--- src/buf_types_pkg.sv ---
//########################################
// packet buffer data path types
// widths and the beat structs shared by
// the write stage, read stage and memory
//########################################

package buf_types_pkg;

   //########################################
   // widths
   //########################################
   localparam int DW  = 32;                 // data width
   localparam int NB  = DW / 8;             // byte lanes
   localparam int MAW = 8;                  // max address width, DEPTH 256

   //########################################
   // beats
   //########################################
   typedef struct packed
   {
      logic [DW-1:0] data;                  // payload
      logic [NB-1:0] keep;                  // per byte lane, 1 = write
   } in_beat_t;

   typedef struct packed
   {
      logic [DW-1:0] data;                  // payload read back
   } out_beat_t;

   //########################################
   // memory write port
   //########################################
   typedef struct packed
   {
      logic           en;                   // write strobe
      logic [MAW-1:0] addr;                 // upper bits zero when DEPTH < 256
      logic [DW-1:0]  wem;                  // per bit write enable
      logic [DW-1:0]  din;                  // write data
   } mem_wr_t;

endpackage

--- src/mem_test_pkg.sv ---
//########################################
// memory test access types
// request struct and read data word
//########################################

package mem_test_pkg;

   import buf_types_pkg::*;

   typedef struct packed
   {
      logic           en;                   // test port owns the memory
      logic           we;                   // test write
      logic           rd;                   // test read
      logic [DW-1:0]  wem;                  // per bit write enable
      logic [MAW-1:0] addr;                 // word address
      logic [DW-1:0]  din;                  // test write data
   } bist_req_t;

   // word returned by a test read
   typedef logic [DW-1:0] bist_rdata_t;

endpackage

--- src/buf_mem_dp.sv ---
//########################################
// dual port buffer memory
// bit write enable, registered read,
// test port takes over when enabled
//########################################
`timescale 1ns/1ps

module buf_mem_dp
   import buf_types_pkg::*;
   import mem_test_pkg::*;
#(
   parameter int  DEPTH = 16,               // number of words
   localparam int AW    = $clog2(DEPTH)     // address width
)
(
   input  logic          clk,
   input  mem_wr_t       mem_wr,            // write port from write stage
   input  logic          rd_en,             // read strobe from read stage
   input  logic [AW-1:0] rd_addr,           // read address
   output logic [DW-1:0] rd_dout,           // one cycle after rd_en
   input  bist_req_t     bist,              // test request
   output bist_rdata_t   bist_rdata         // test read result
);

   logic [DW-1:0]  mem [DEPTH];             // storage array
   logic           wr_en;
   logic [MAW-1:0] wr_addr;
   logic [DW-1:0]  wr_wem;
   logic [DW-1:0]  wr_din;
   logic           rd_sel_en;
   logic [AW-1:0]  rd_sel_addr;
   logic [DW-1:0]  rd_q;                    // registered read word
   logic           bist_rd_q;               // last read was a test read

   //########################################
   // port select, test port wins
   //########################################
   assign wr_en       = bist.en ? bist.we   : mem_wr.en;
   assign wr_addr     = bist.en ? bist.addr : mem_wr.addr;
   assign wr_wem      = bist.en ? bist.wem  : mem_wr.wem;
   assign wr_din      = bist.en ? bist.din  : mem_wr.din;
   assign rd_sel_en   = bist.en ? bist.rd   : rd_en;
   assign rd_sel_addr = bist.en ? bist.addr[AW-1:0] : rd_addr;

   //########################################
   // array
   //########################################
   always_ff @(posedge clk)
   begin
      if (wr_en)
      begin
         // masked bits keep old value
         mem[wr_addr[AW-1:0]] <= (mem[wr_addr[AW-1:0]] & ~wr_wem) | (wr_din & wr_wem);
      end
      if (rd_sel_en)
      begin
         rd_q <= mem[rd_sel_addr];          // read before write on same edge
      end
      bist_rd_q <= bist.en & bist.rd;
   end

   assign rd_dout    = rd_q;
   assign bist_rdata = bist_rd_q ? rd_q : '0; // zero unless a test read returned

   // upper address bits from either source must stay in range
   a_wr_addr_range: assert property (@(posedge clk) wr_en |-> int'(wr_addr) < DEPTH)
      else $error("write address %0d beyond depth %0d", wr_addr, DEPTH);

endmodule

--- src/buf_rd_stage.sv ---
//########################################
// buffer read stage
// read pointer, empty, read issue with
// two credits and a two entry out buffer
//########################################
`timescale 1ns/1ps

module buf_rd_stage
   import buf_types_pkg::*;
#(
   parameter int  DEPTH = 16,               // store entries
   localparam int AW    = $clog2(DEPTH)     // address width
)
(
   input  logic          clk,
   input  logic          arst_n,
   input  logic          bist_en,           // test port stall
   input  logic [AW:0]   wr_ptr,            // from write stage
   output logic [AW:0]   rd_ptr,            // to write stage
   output logic          rd_en,             // memory read strobe
   output logic [AW-1:0] rd_addr,           // memory read address
   input  logic [DW-1:0] rd_dout,           // data one cycle after rd_en
   output logic          out_valid,
   output out_beat_t     out_beat,
   input  logic          out_ready
);

   logic      empty;
   logic      issue;                        // read goes out this cycle
   logic      pop;                          // consumer takes a beat
   logic      rd_pend;                      // read data arrives now
   logic [1:0] occ;                         // pending reads plus held beats
   logic [1:0] cnt;                         // held beats
   logic      head;                         // oldest held entry
   logic      tail;                         // next free entry
   out_beat_t obuf [2];                     // output buffer

   //########################################
   // read issue
   //########################################
   assign empty   = (wr_ptr == rd_ptr);
   assign pop     = out_valid & out_ready;
   assign occ     = cnt + {1'b0, rd_pend};
   // credit freed by a pop this cycle counts
   assign issue   = ~empty & ~bist_en & ((occ - {1'b0, pop}) < 2'd2);
   assign rd_en   = issue;
   assign rd_addr = rd_ptr[AW-1:0];

   always_ff @(posedge clk or negedge arst_n)
   begin
      if (!arst_n)
      begin
         rd_ptr  <= '0;
         rd_pend <= 1'b0;
      end
      else
      begin
         rd_pend <= issue;                  // memory read is one cycle
         if (issue)
         begin
            rd_ptr <= rd_ptr + 1'b1;        // slot freed at issue
         end
      end
   end

   //########################################
   // output buffer
   //########################################
   always_ff @(posedge clk)
   begin
      if (rd_pend)
      begin
         obuf[tail].data <= rd_dout;        // capture returned word
      end
   end

   always_ff @(posedge clk or negedge arst_n)
   begin
      if (!arst_n)
      begin
         cnt  <= '0;
         head <= 1'b0;
         tail <= 1'b0;
      end
      else
      begin
         cnt  <= cnt + {1'b0, rd_pend} - {1'b0, pop};
         tail <= tail ^ rd_pend;
         head <= head ^ pop;
      end
   end

   assign out_valid = (cnt != 2'd0);
   assign out_beat  = obuf[head];

   // held beat must not change under back pressure
   a_out_stable: assert property (@(posedge clk) disable iff (!arst_n)
      out_valid && !out_ready |=> out_valid && $stable(out_beat))
      else $error("out_beat changed while stalled");

endmodule

--- src/buf_top.sv ---
//########################################
// packet buffer top level
// write stage, dual port memory and read
// stage on one clock
//########################################
`timescale 1ns/1ps

module buf_top
   import buf_types_pkg::*;
   import mem_test_pkg::*;
#(
   parameter int  DEPTH = 16,               // store entries, power of two
   localparam int AW    = $clog2(DEPTH)     // address width
)
(
   input  logic        clk,
   input  logic        arst_n,
   input  logic        in_valid,
   input  in_beat_t    in_beat,
   output logic        in_ready,
   output logic        out_valid,
   output out_beat_t   out_beat,
   input  logic        out_ready,
   input  bist_req_t   bist,                // test access
   output bist_rdata_t bist_rdata
);

   logic [AW:0]   wr_ptr;                   // write stage to read stage
   logic [AW:0]   rd_ptr;                   // read stage to write stage
   mem_wr_t       mem_wr;
   logic          rd_en;
   logic [AW-1:0] rd_addr;
   logic [DW-1:0] rd_dout;

   buf_wr_stage #(.DEPTH(DEPTH)) buf_wr_stage_inst
   (
      .clk        (clk),
      .arst_n     (arst_n),
      .in_valid   (in_valid),
      .in_beat    (in_beat),
      .in_ready   (in_ready),
      .bist_en    (bist.en),                // stall while tested
      .rd_ptr     (rd_ptr),
      .wr_ptr     (wr_ptr),
      .mem_wr     (mem_wr)
   );

   buf_mem_dp #(.DEPTH(DEPTH)) buf_mem_dp_inst
   (
      .clk        (clk),
      .mem_wr     (mem_wr),
      .rd_en      (rd_en),
      .rd_addr    (rd_addr),
      .rd_dout    (rd_dout),
      .bist       (bist),
      .bist_rdata (bist_rdata)
   );

   buf_rd_stage #(.DEPTH(DEPTH)) buf_rd_stage_inst
   (
      .clk        (clk),
      .arst_n     (arst_n),
      .bist_en    (bist.en),                // no reads while tested
      .wr_ptr     (wr_ptr),
      .rd_ptr     (rd_ptr),
      .rd_en      (rd_en),
      .rd_addr    (rd_addr),
      .rd_dout    (rd_dout),
      .out_valid  (out_valid),
      .out_beat   (out_beat),
      .out_ready  (out_ready)
   );

endmodule

--- src/buf_wr_stage.sv ---
//########################################
// buffer write stage
// input handshake, write pointer, full
// flag and keep mask to bit enables
//########################################
`timescale 1ns/1ps

module buf_wr_stage
   import buf_types_pkg::*;
#(
   parameter int  DEPTH = 16,               // store entries
   localparam int AW    = $clog2(DEPTH)     // address width
)
(
   input  logic        clk,
   input  logic        arst_n,
   input  logic        in_valid,            // producer has a beat
   input  in_beat_t    in_beat,             // data plus keep
   output logic        in_ready,            // room and no test access
   input  logic        bist_en,             // test port stall
   input  logic [AW:0] rd_ptr,              // from read stage
   output logic [AW:0] wr_ptr,              // to read stage
   output mem_wr_t     mem_wr               // memory write port
);

   logic          full;
   logic          wr_fire;                  // beat accepted this cycle
   logic [DW-1:0] wem;                      // keep expanded to bits
   logic [AW:0]   occupancy;                // entries in store

   //########################################
   // full and handshake
   //########################################
   // wrap bits differ, index equal
   assign full     = (wr_ptr[AW] != rd_ptr[AW]) && (wr_ptr[AW-1:0] == rd_ptr[AW-1:0]);
   assign in_ready = ~full & ~bist_en;
   assign wr_fire  = in_valid & in_ready;

   always_ff @(posedge clk or negedge arst_n)
   begin
      if (!arst_n)
      begin
         wr_ptr <= '0;
      end
      else if (wr_fire)
      begin
         wr_ptr <= wr_ptr + 1'b1;           // wraps with extra msb
      end
   end

   //########################################
   // write port
   //########################################
   always_comb
   begin
      for (int i = 0; i < NB; i++)
      begin
         wem[8*i +: 8] = {8{in_beat.keep[i]}}; // one lane per keep bit
      end
   end

   assign mem_wr.en   = wr_fire;            // same edge as the handshake
   assign mem_wr.addr = MAW'(wr_ptr[AW-1:0]);
   assign mem_wr.wem  = wem;
   assign mem_wr.din  = in_beat.data;

   // occupancy from raw pointers, independent of the full flag
   assign occupancy = wr_ptr - rd_ptr;

   a_no_write_full: assert property (@(posedge clk) disable iff (!arst_n)
      mem_wr.en |-> int'(occupancy) < DEPTH)
      else $error("write with %0d entries stored", occupancy);

endmodule

--- config.mk ---
export PLATFORM = sky130hd
export DESIGN_NAME = buf_top
export DESIGN_NICKNAME = d
export VERILOG_FILES = /design/src/buf_types_pkg.sv /design/src/mem_test_pkg.sv /design/src/buf_mem_dp.sv /design/src/buf_rd_stage.sv /design/src/buf_top.sv /design/src/buf_wr_stage.sv
export SDC_FILE = /design/constraint.sdc
export NUM_CORES = 1
export LEC_CHECK = 0
export BUFFER_PORTS_ARGS = -buffer_cell sky130_fd_sc_hd__buf_4
export CORE_MARGIN = 4
export CORE_UTILIZATION = 60
export DETAILED_ROUTE_END_ITERATION = 8
export MAX_ROUTING_LAYER = met4
export PLACE_DENSITY_LB_ADDON = 0.1
export SYNTH_ARGS = -nofsm -noshare
export SYNTH_HDL_FRONTEND = slang
export SYNTH_SLANG_ARGS = --single-unit
--- constraint.sdc ---
create_clock -name clk -period 3.9 [get_ports clk]
set_clock_uncertainty 0.05 [all_clocks]
set_input_delay 0.39 -clock clk [delete_from_list [all_inputs] [get_ports clk]]
set_output_delay 0.39 -clock clk [all_outputs]
set_load 0.01 [all_outputs]
* After elaboration in Yosys (flattened, before gate mapping) *
Memories as Yosys holds them, arrays and structs flattened. A register that Yosys moved wholly into a read port is not among the register bits.
Cells that the tools add are included.

word-level totals
  bits in registers = 16
  bits in writable memories = 576
  bits of input ports = 115
  output and inout port bits = 66
  word-level logic and storage cells = 45
  memories kept = 2

operators by class
  add/subtract/negate cells = 4
  $lt $le $gt $ge = 1
  eq/ne operators = 3
  mux-type cells = 11
  bitwise operators = 15
  reduce and logical (&&, ||, !) cells = 2

memories
  name                    words  width  read ports  clocked after Yosys merged registers in  wr ports  RTL line            RTL
  buf_mem_dp_inst.mem     16     32     2           1                                        1         buf_mem_dp.sv:25    logic [DW-1:0] mem [DEPTH];
  buf_rd_stage_inst.obuf  2      32     1           0                                        1         buf_rd_stage.sv:36  out_beat_t obuf [2];

operator list
  operator                                            count
  2-to-1 mux 32 bit                                   3
  bitwise AND 32 bit                                  2
  inverter 32 bit                                     1
  bitwise OR 32 bit                                   1
  adder 5 x 1 -> 5 bit (second input constant)        2
  2-to-1 mux 4 bit                                    2
  bitwise AND 1 bit                                   6
  2-to-1 mux 1 bit                                    6
  equality test 5 bit                                 1
  equality test 4 bit                                 1
  inverter 1 bit                                      3
  adder 2 x 1 -> 2 bit                                1
  less-than comparator 2 bit (second input constant)  1
  nonzero test 2 bit                                  1
  subtractor 2 x 1 -> 2 bit                           1
  bitwise XOR 1 bit                                   2
  logical AND 1 bit                                   1
  != test 1 bit                                       1

* Logic depth before layout (Yosys ltp) *
Gate-level depths: netlist of the first run.

  word-level depth = 8
  depth in mapped cells = 10
  mapped depth without buffers = 10

* By module *
From an unflattened synthesis of the first run, not the netlist that was laid out.

unflattened totals
  cell total of the unflattened synthesis = 2153
  area, all modules = 30401.7 µm²

modules (own cells, without submodules)
  module        times used  cells an instance  area each (µm²)  sequential area each (µm²)
  buf_mem_dp    1           1899               26640.6          16355.7
  buf_rd_stage  1           149                2886.5           2172.1
  buf_wr_stage  1           105                874.6            125.1

* Worst setup path after synthesis of the first run *
OpenSTA, ideal clock, no wires.

  path kind = input-to-reg
  start point = in bist[74] (netlist name)
  end point = mem buf_mem_dp_inst.mem[0][0], enable pin
  library setup time = 0.421 ns
  arrival time = 3.243 ns
  data required time = 3.429 ns
  path slack = 0.186 ns
  stages on the path = 8
  buffers on the path = 4
  cells stage by stage = buf_6 > buf_2 > buf_2 > clkbuf_1 > nand2b_1 > a21oi_1 > o21ai_0 > nor2_1

between the ends
  cells in the longest elaborated chain, start to end = 6
  elaborated cells between the ends (all ways) = 7
  those cells by class = mux: 4; bitwise: 3

RTL lines
  what                                    RTL line            RTL
  from (decl)                             buf_top.sv:24       input bist_req_t bist,
  inverter 1 bit                          buf_wr_stage.sv:36  assign in_ready = ~full & ~bist_en;
  bitwise AND 1 bit                       buf_wr_stage.sv:36
  bitwise AND 1 bit                       buf_wr_stage.sv:37  assign wr_fire = in_valid & in_ready;
  2-to-1 mux 1 bit                        buf_mem_dp.sv:38    assign wr_en = bist.en ? bist.we : mem_wr.en;
  2-to-1 mux 1 bit                        buf_mem_dp.sv:50    if (wr_en)
  2-to-1 mux 1 bit (implied by the code)  buf_mem_dp.sv:53    mem[wr_addr[AW-1:0]] <= (mem[wr_addr[AW-1:0]] & ~wr_wem) | (wr_din & wr_wem);
  to (decl)                               buf_mem_dp.sv:25

Several ways; a longest one is shown, not always the timed one.

* Final worst setup path of the first run *
  start point = reg buf_wr_stage_inst.wr_ptr[1]
  end point = mem buf_mem_dp_inst.mem[6][25], data pin

between the ends
  cells in the longest elaborated chain, start to end = 4

RTL lines
  what                       RTL line            RTL
  from (decl)                buf_wr_stage.sv:22  output logic [AW:0] wr_ptr,
  from (signal assigned)     buf_wr_stage.sv:47  wr_ptr <= wr_ptr + 1'b1;
  2-to-1 mux 4 bit           buf_mem_dp.sv:39    assign wr_addr = bist.en ? bist.addr : mem_wr.addr;
  memory read (16 x 32 bit)  --
  bitwise AND 32 bit         buf_mem_dp.sv:53
  bitwise OR 32 bit          buf_mem_dp.sv:53

Every way passes these cells.

==> results_dict.tcl, run 1 <==
set metrics [dict create \
    wl_met2_um 41100 \
    numCtsBuffers 66 \
    grt.total_usage 0.353 \
    coreArea_um2 47800 \
    synthCells 2000 \
    cp.required_ps 4080 \
    yosysWarnings 0 \
    leakage_nw 11.2 \
    final_cell_mix "608 x edfxtp_1, 290 x o21ai_0, 263 x buf_4" \
    dr.pass1.iters 6 \
    slowest_delay_ps 910 \
    netlist_area_um2 29100 \
    fp.dieH_um 228 \
    crit_type "reg2reg" \
    antenna_found_initial 1 \
    drt-total-wl_um 90100 \
    rsz0062_at_grt "no" \
    run_status "finished, final reports clean" \
    maxCapViolCount 0 \
    finalSetupTns_ps 0 \
    finalCritPeriodShare 0.927 \
    area_growth_pct 16.9 \
    clock.fmax_mhz 276 \
    hold_violations 0 \
    period_minus_slack_ps 3620 \
    ioPinCount 181 \
    drt_iter0_drc 2950 \
    path_clk_slew_ps 60 \
    holdCritPathClass "in2reg" \
    power_density_nw_per_um2 646 \
    cts.sinks 624 \
    critPathMostFrequentCell "buf_4" \
    antenna_left 0 \
    top_layer "met4" \
    globalplace.congestion 0.880 \
    die_area_um2 52100 \
    via_count 21000 \
    rows 80 \
    initial_core_util 0.609 \
    numPortBuffers 176 \
    grt_max_degree 65 \
    drc 0 \
    cts_tree "built" \
    post_cts_resized 0 \
    cts_max_level 3 \
    mostFrequentLayoutCell "edfxtp_1" \
    cp_slowest_cell "a21oi_1" \
    synth_cell_types 44 \
    clk_latency_ps 610 \
    layoutNonFillerInstCount 2844 \
    syn-num-nets 2121 \
    p_total_mw 22.0 \
    grt_remaining_overflow 0 \
    wl_per_cell_um 31.7 \
    synth_edf_count 608 \
    root_buffer "clkbuf_16" \
    drt-vias-per-instance 7.39 \
    setup_slack_ps 283 \
    crit_path_end_kind "flip-flop" \
    synth-seq-cells 624 \
    hpwl_um 53400 \
    cp-start-kind "flip-flop" \
    worst_pin_slew_ps 1150 \
    grt_pass1_wl_um 134000 \
    postCtsHoldBufs 2 \
    die_x_um 228 \
    drive_above_1_share 0.260 \
    final_util 0.711 \
    ys_async_sr_fraction 0.0240 \
    grt_pass1_vias 21700 \
    cts_setup_buffers 0 \
    finalNetCount 2303 \
    synthFlopType "edfxtp_1" \
    routedLengthMet1_um 31400 \
    clock_path_buffers 3 \
    placed_cells 2727 \
    place_ws_ps 301 \
    setup_viol 0 \
    drv_slew 0 \
    relSlewSlack 0.233 \
    critical_path_peak_fanout 16 \
    irDropWorstVdd_mv 0.357 \
    avgSynthCellArea_um2 14.6 \
    cp_data_arrival_time_ps 3790 \
    ys_seq_area_frac 0.641 \
    cp_cell_sequence "nor3b_4 > buf_4 > buf_4 > o21ai_0 > a41oi_1 > a2111oi_0 > a21oi_1" \
    wl_met3_um 13700 \
    fillers 3131 \
]
cell families (layout without fill, tap and decap cells):
family | after synthesis | in the layout | share of synthesized area
AO/OA/AOI/OAI | 719 | 719 | 0.159
flip-flops | 624 | 624 | 0.641
AND/OR/NAND/NOR | 277 | 277 | 0.0515
buffers and inverters | 192 | 420 | 0.0276
multiplexers | 165 | 165 | 0.113
XOR/XNOR | 17 | 17 | 0.00511
adder cells (fa/ha/maj) | 6 | 6 | 0.00258
other | 0 | 1 | 0
synthesized netlist by cell type, types with 2 or more instances:
library cell / n / share of area
or2_2: 6 / 0.0013
nand4_1: 4 / 0.00086
buf_4: 2 / 0.00052
clkbuf_1: 142 / 0.018
o21a_1: 97 / 0.025
mux4_2: 128 / 0.099
buf_1: 11 / 0.0014
o32a_1: 2 / 0.00069
o22ai_1: 32 / 0.0069
and3b_1: 3 / 0.00090
mux2_2: 34 / 0.013
dfrtp_1: 15 / 0.013
o32ai_1: 2 / 0.00060
nor2_1: 21 / 0.0027
a2111oi_1: 4 / 0.0014
or4b_1: 32 / 0.011
a21oi_1: 34 / 0.0058
a31oi_1: 32 / 0.0069
xnor2_1: 9 / 0.0027
buf_2: 24 / 0.0041
and2_1: 67 / 0.014
ha_1: 6 / 0.0026
inv_1: 7 / 0.00090
o21ai_0: 290 / 0.050
a22oi_1: 64 / 0.017
a211oi_1: 33 / 0.0085
mux2i_1: 3 / 0.0010
a2111oi_0: 28 / 0.0084
nor3b_2: 3 / 0.0013
nand2b_1: 6 / 0.0013
edfxtp_1: 608 / 0.63
a21o_1: 32 / 0.0083
o21bai_1: 2 / 0.00052
buf_6: 6 / 0.0023
xor2_1: 8 / 0.0024
a41oi_1: 64 / 0.019
nand2_1: 132 / 0.017
flip-flops by register name (all words and copies together), names as in the netlist:
name                       flops
buf_mem_dp_inst.mem          512
buf_rd_stage_inst.obuf        64
buf_mem_dp_inst.rd_dout       32
buf_rd_stage_inst.rd_ptr       5
buf_wr_stage_inst.wr_ptr       5
buf_rd_stage_inst.cnt          2
buf_mem_dp_inst.bist_rd_q      1
buf_rd_stage_inst.head         1
buf_rd_stage_inst.rd_pend      1
buf_rd_stage_inst.tail         1
path summary, 6_finish.rpt:
path | startpoint | to | slack (ps) | cells past startpoint
worst max-delay path | buf_wr_stage_inst.wr_ptr[1] | buf_mem_dp_inst.mem[6][25] | 280 | 7
worst min-delay path | out_ready | buf_rd_stage_inst.head | 110 | 3
worst max register to register | buf_wr_stage_inst.wr_ptr[1] | buf_mem_dp_inst.mem[6][25] | 280 | 7
worst min register to register | buf_mem_dp_inst.rd_dout[1] | buf_rd_stage_inst.obuf[1][1] | 400 | 0
max in group asynchronous | arst_n | buf_wr_stage_inst.wr_ptr[0] | 3480 | 2
min in group asynchronous | arst_n | buf_rd_stage_inst.rd_ptr[1] | 140 | 2
final cells by class:
cell class	count	area, um^2	share of cell area
well taps	615	769	0.0226
diodes	1	2.50	0.0000735
clock inverters	23	165	0.00485
multi-input cells	1184	9910	0.291
clock buffers	91	1830	0.0538
flip-flops and latches	624	18700	0.548
repair buffers	299	2680	0.0786
inverters	7	26.3	0.000772
worst max-delay path, delay by kind of cell (launching register included):
kind	cells	cell delay (ps)
flops	1	570
simple gates	1	730
buf+inv	2	510
compound gates	4	1350
per-stage QoR:
step           hold WS [ps]  instance area, um^2
6_report                108                34000
5_1_grt                 125                34000
4_1_cts                95.9                34000
3_5_place_dp            205                32000
3_3_place_gp            206                32000
2_1_floorplan          44.4                29100
metal layers:
metal  up-vias  global-route usage
met1     10300               0.461
met5         -                   -
met3       344              0.0994
met4         0               0.149
met2      1857               0.527
li1       8489                   -
power breakdown:
group	switching, mW	internal, mW
Sequential	0.441	8.84
Clock	2.54	3.41
Combinational	4.11	2.66
Total	7.09	14.9
Note: power is estimated with default switching activity, not from simulation.
==> inputs of run 2 (changes only) <==
SYNTH_HIERARCHICAL = 1   (was unset)
==> run 2 against run 1 <==
Effect of this change:
- synthesized cell count grew 7.4%
- design area rose by 1.7%
- register-to-register slack gained 110 ps
- critical endpoint is now buf_mem_dp_inst/mem[11][4]
- highest routed layer unchanged
==> results_dict.tcl, run 2 <==
set metrics [dict create \
    rows 82 \
    run_status "finished, final reports clean" \
    initial_core_util 0.607 \
    drive_above_1_share 0.259 \
    cp-start-kind "flip-flop" \
    drt-vias-per-instance 7.12 \
    cts_setup_buffers 0 \
    die_area_um2 54300 \
    synthCells 2148 \
    crit_start "buf_wr_stage_inst/wr_ptr[0]" \
    hpwl_um 55200 \
    wl_per_cell_um 30.9 \
    area_growth_pct 14.0 \
    busiest_layer "met2" \
    rr_startpoint "buf_wr_stage_inst/wr_ptr[0]" \
    grt_pass1_vias 21600 \
    syn-num-nets 2269 \
    cp_data_arrival_time_ps 3900 \
    worst_pin_slew_ps 972 \
    antenna_left 0 \
    finalSetupTns_ps 0 \
    root_buffer "clkbuf_16" \
    antenna_found_initial 2 \
    met2_usage 0.546 \
    coreArea_um2 50100 \
    min_from "out_ready" \
    fp.dieH_um 233 \
    layoutNonFillerInstCount 3003 \
    grt.total_usage 0.351 \
    finalCritPeriodShare 0.898 \
    die_x_um 233 \
    hold_slack_ps 88.3 \
    hold_violations 0 \
    leakage_nw 11.6 \
    netlist_area_um2 30400 \
    clock_path_buffers 3 \
    grt_remaining_overflow 0 \
    mostFrequentLayoutCell "edfxtp_1" \
    crit_path_end_kind "flip-flop" \
    seq_area_um2 18700 \
    drt-total-wl_um 92700 \
    dr.pass1.iters 6 \
    finalNetCount 2404 \
    clk_latency_ps 600 \
    irDropWorstVdd_mv 0.346 \
    numCtsBuffers 66 \
    met3_usage 0.0819 \
    path_clk_slew_ps 60 \
    globalplace.congestion 0.863 \
    period_minus_slack_ps 3500 \
    fillers 3417 \
    placed_cells 2885 \
    place_ws_ps 524 \
    largest_reg_flops 512 \
    final_cell_mix "608 x edfxtp_1, 300 x buf_4, 257 x o21ai_0" \
    cts_max_level 3 \
    postCtsHoldBufs 2 \
    drv_slew 0 \
    relSlewSlack 0.352 \
    setup_slack_ps 398 \
    setup_viol 0 \
    grt_pass1_wl_um 136000 \
    critical_path_peak_fanout 49 \
    yosysWarnings 6 \
    via_count 21400 \
    avgSynthCellArea_um2 14.1 \
    clock.fmax_mhz 286 \
    drt_iter0_drc 3074 \
    multi_input_comb_area_um2 10300 \
    cts_tree "built" \
    numPortBuffers 176 \
    ioPinCount 181 \
    rsz0062_at_grt "no" \
    cts.sinks 624 \
    maxCapViolCount 0 \
    cp.required_ps 4300 \
    grt_max_degree 71 \
    drc 0 \
    r2r_slack_ps 400 \
    crit_type "reg2reg" \
    holdCritPathClass "in2reg" \
    use_met1 0.450 \
    post_cts_resized 0 \
    power_density_nw_per_um2 634 \
]
[run 2: where the power goes]
group / internal (mW) / total, mW / switching, mW
Sequential: 8.64 / 9.15 / 0.511
Clock: 3.41 / 5.98 / 2.58
Combinational: 2.75 / 6.80 / 4.06
Total: 14.8 / 21.9 / 7.15
[run 2: per-layer routing]
layer,up-vias,part of all wire
met2,1631,0.47
met5,-,0
met1,10600,0.36
met3,353,0.13
li1,8806,-
met4,0,0.044
[run 2: worst max-delay path, stage by stage, from the launching register on]
cell and delay, ps:
dfrtp_1 590, nor3b_4 790, buf_4 700, o21ai_0 190, a41oi_1 270, a21oi_1 70
a31oi_1 400, buf_4 260
[run 2: worst paths after layout]
check,to,cells after the start
max in group asynchronous,buf_rd_stage_inst/rd_ptr[0],2
hold / removal,buf_rd_stage_inst/head,3
min in group asynchronous,buf_wr_stage_inst/wr_ptr[1],2
setup reg to reg,buf_mem_dp_inst/mem[11][4],7
setup / recovery,buf_mem_dp_inst/mem[11][4],7
hold reg to reg,buf_rd_stage_inst/obuf[1][10],0
[run 2: cell type report]
cell class / count / area share
Tap cell: 672 / 0.0243
Antenna cell: 1 / 0.0000723
Clock buffer: 92 / 0.0539
Timing Repair Buffer: 321 / 0.0766
Clock inverter: 23 / 0.00408
Sequential cell: 624 / 0.539
Inverter: 39 / 0.00423
Multi-Input combinational cell: 1231 / 0.298
[run 2: per-stage QoR]
stage	cell area, um^2	total power [mW]	util
after floorplan	30400	13.3	-
after global placement	32600	15.8	0.651
after detailed placement	32600	15.9	0.651
after CTS	34600	21.8	0.691
after global routing	34600	22.6	0.692
final	34600	21.9	0.692
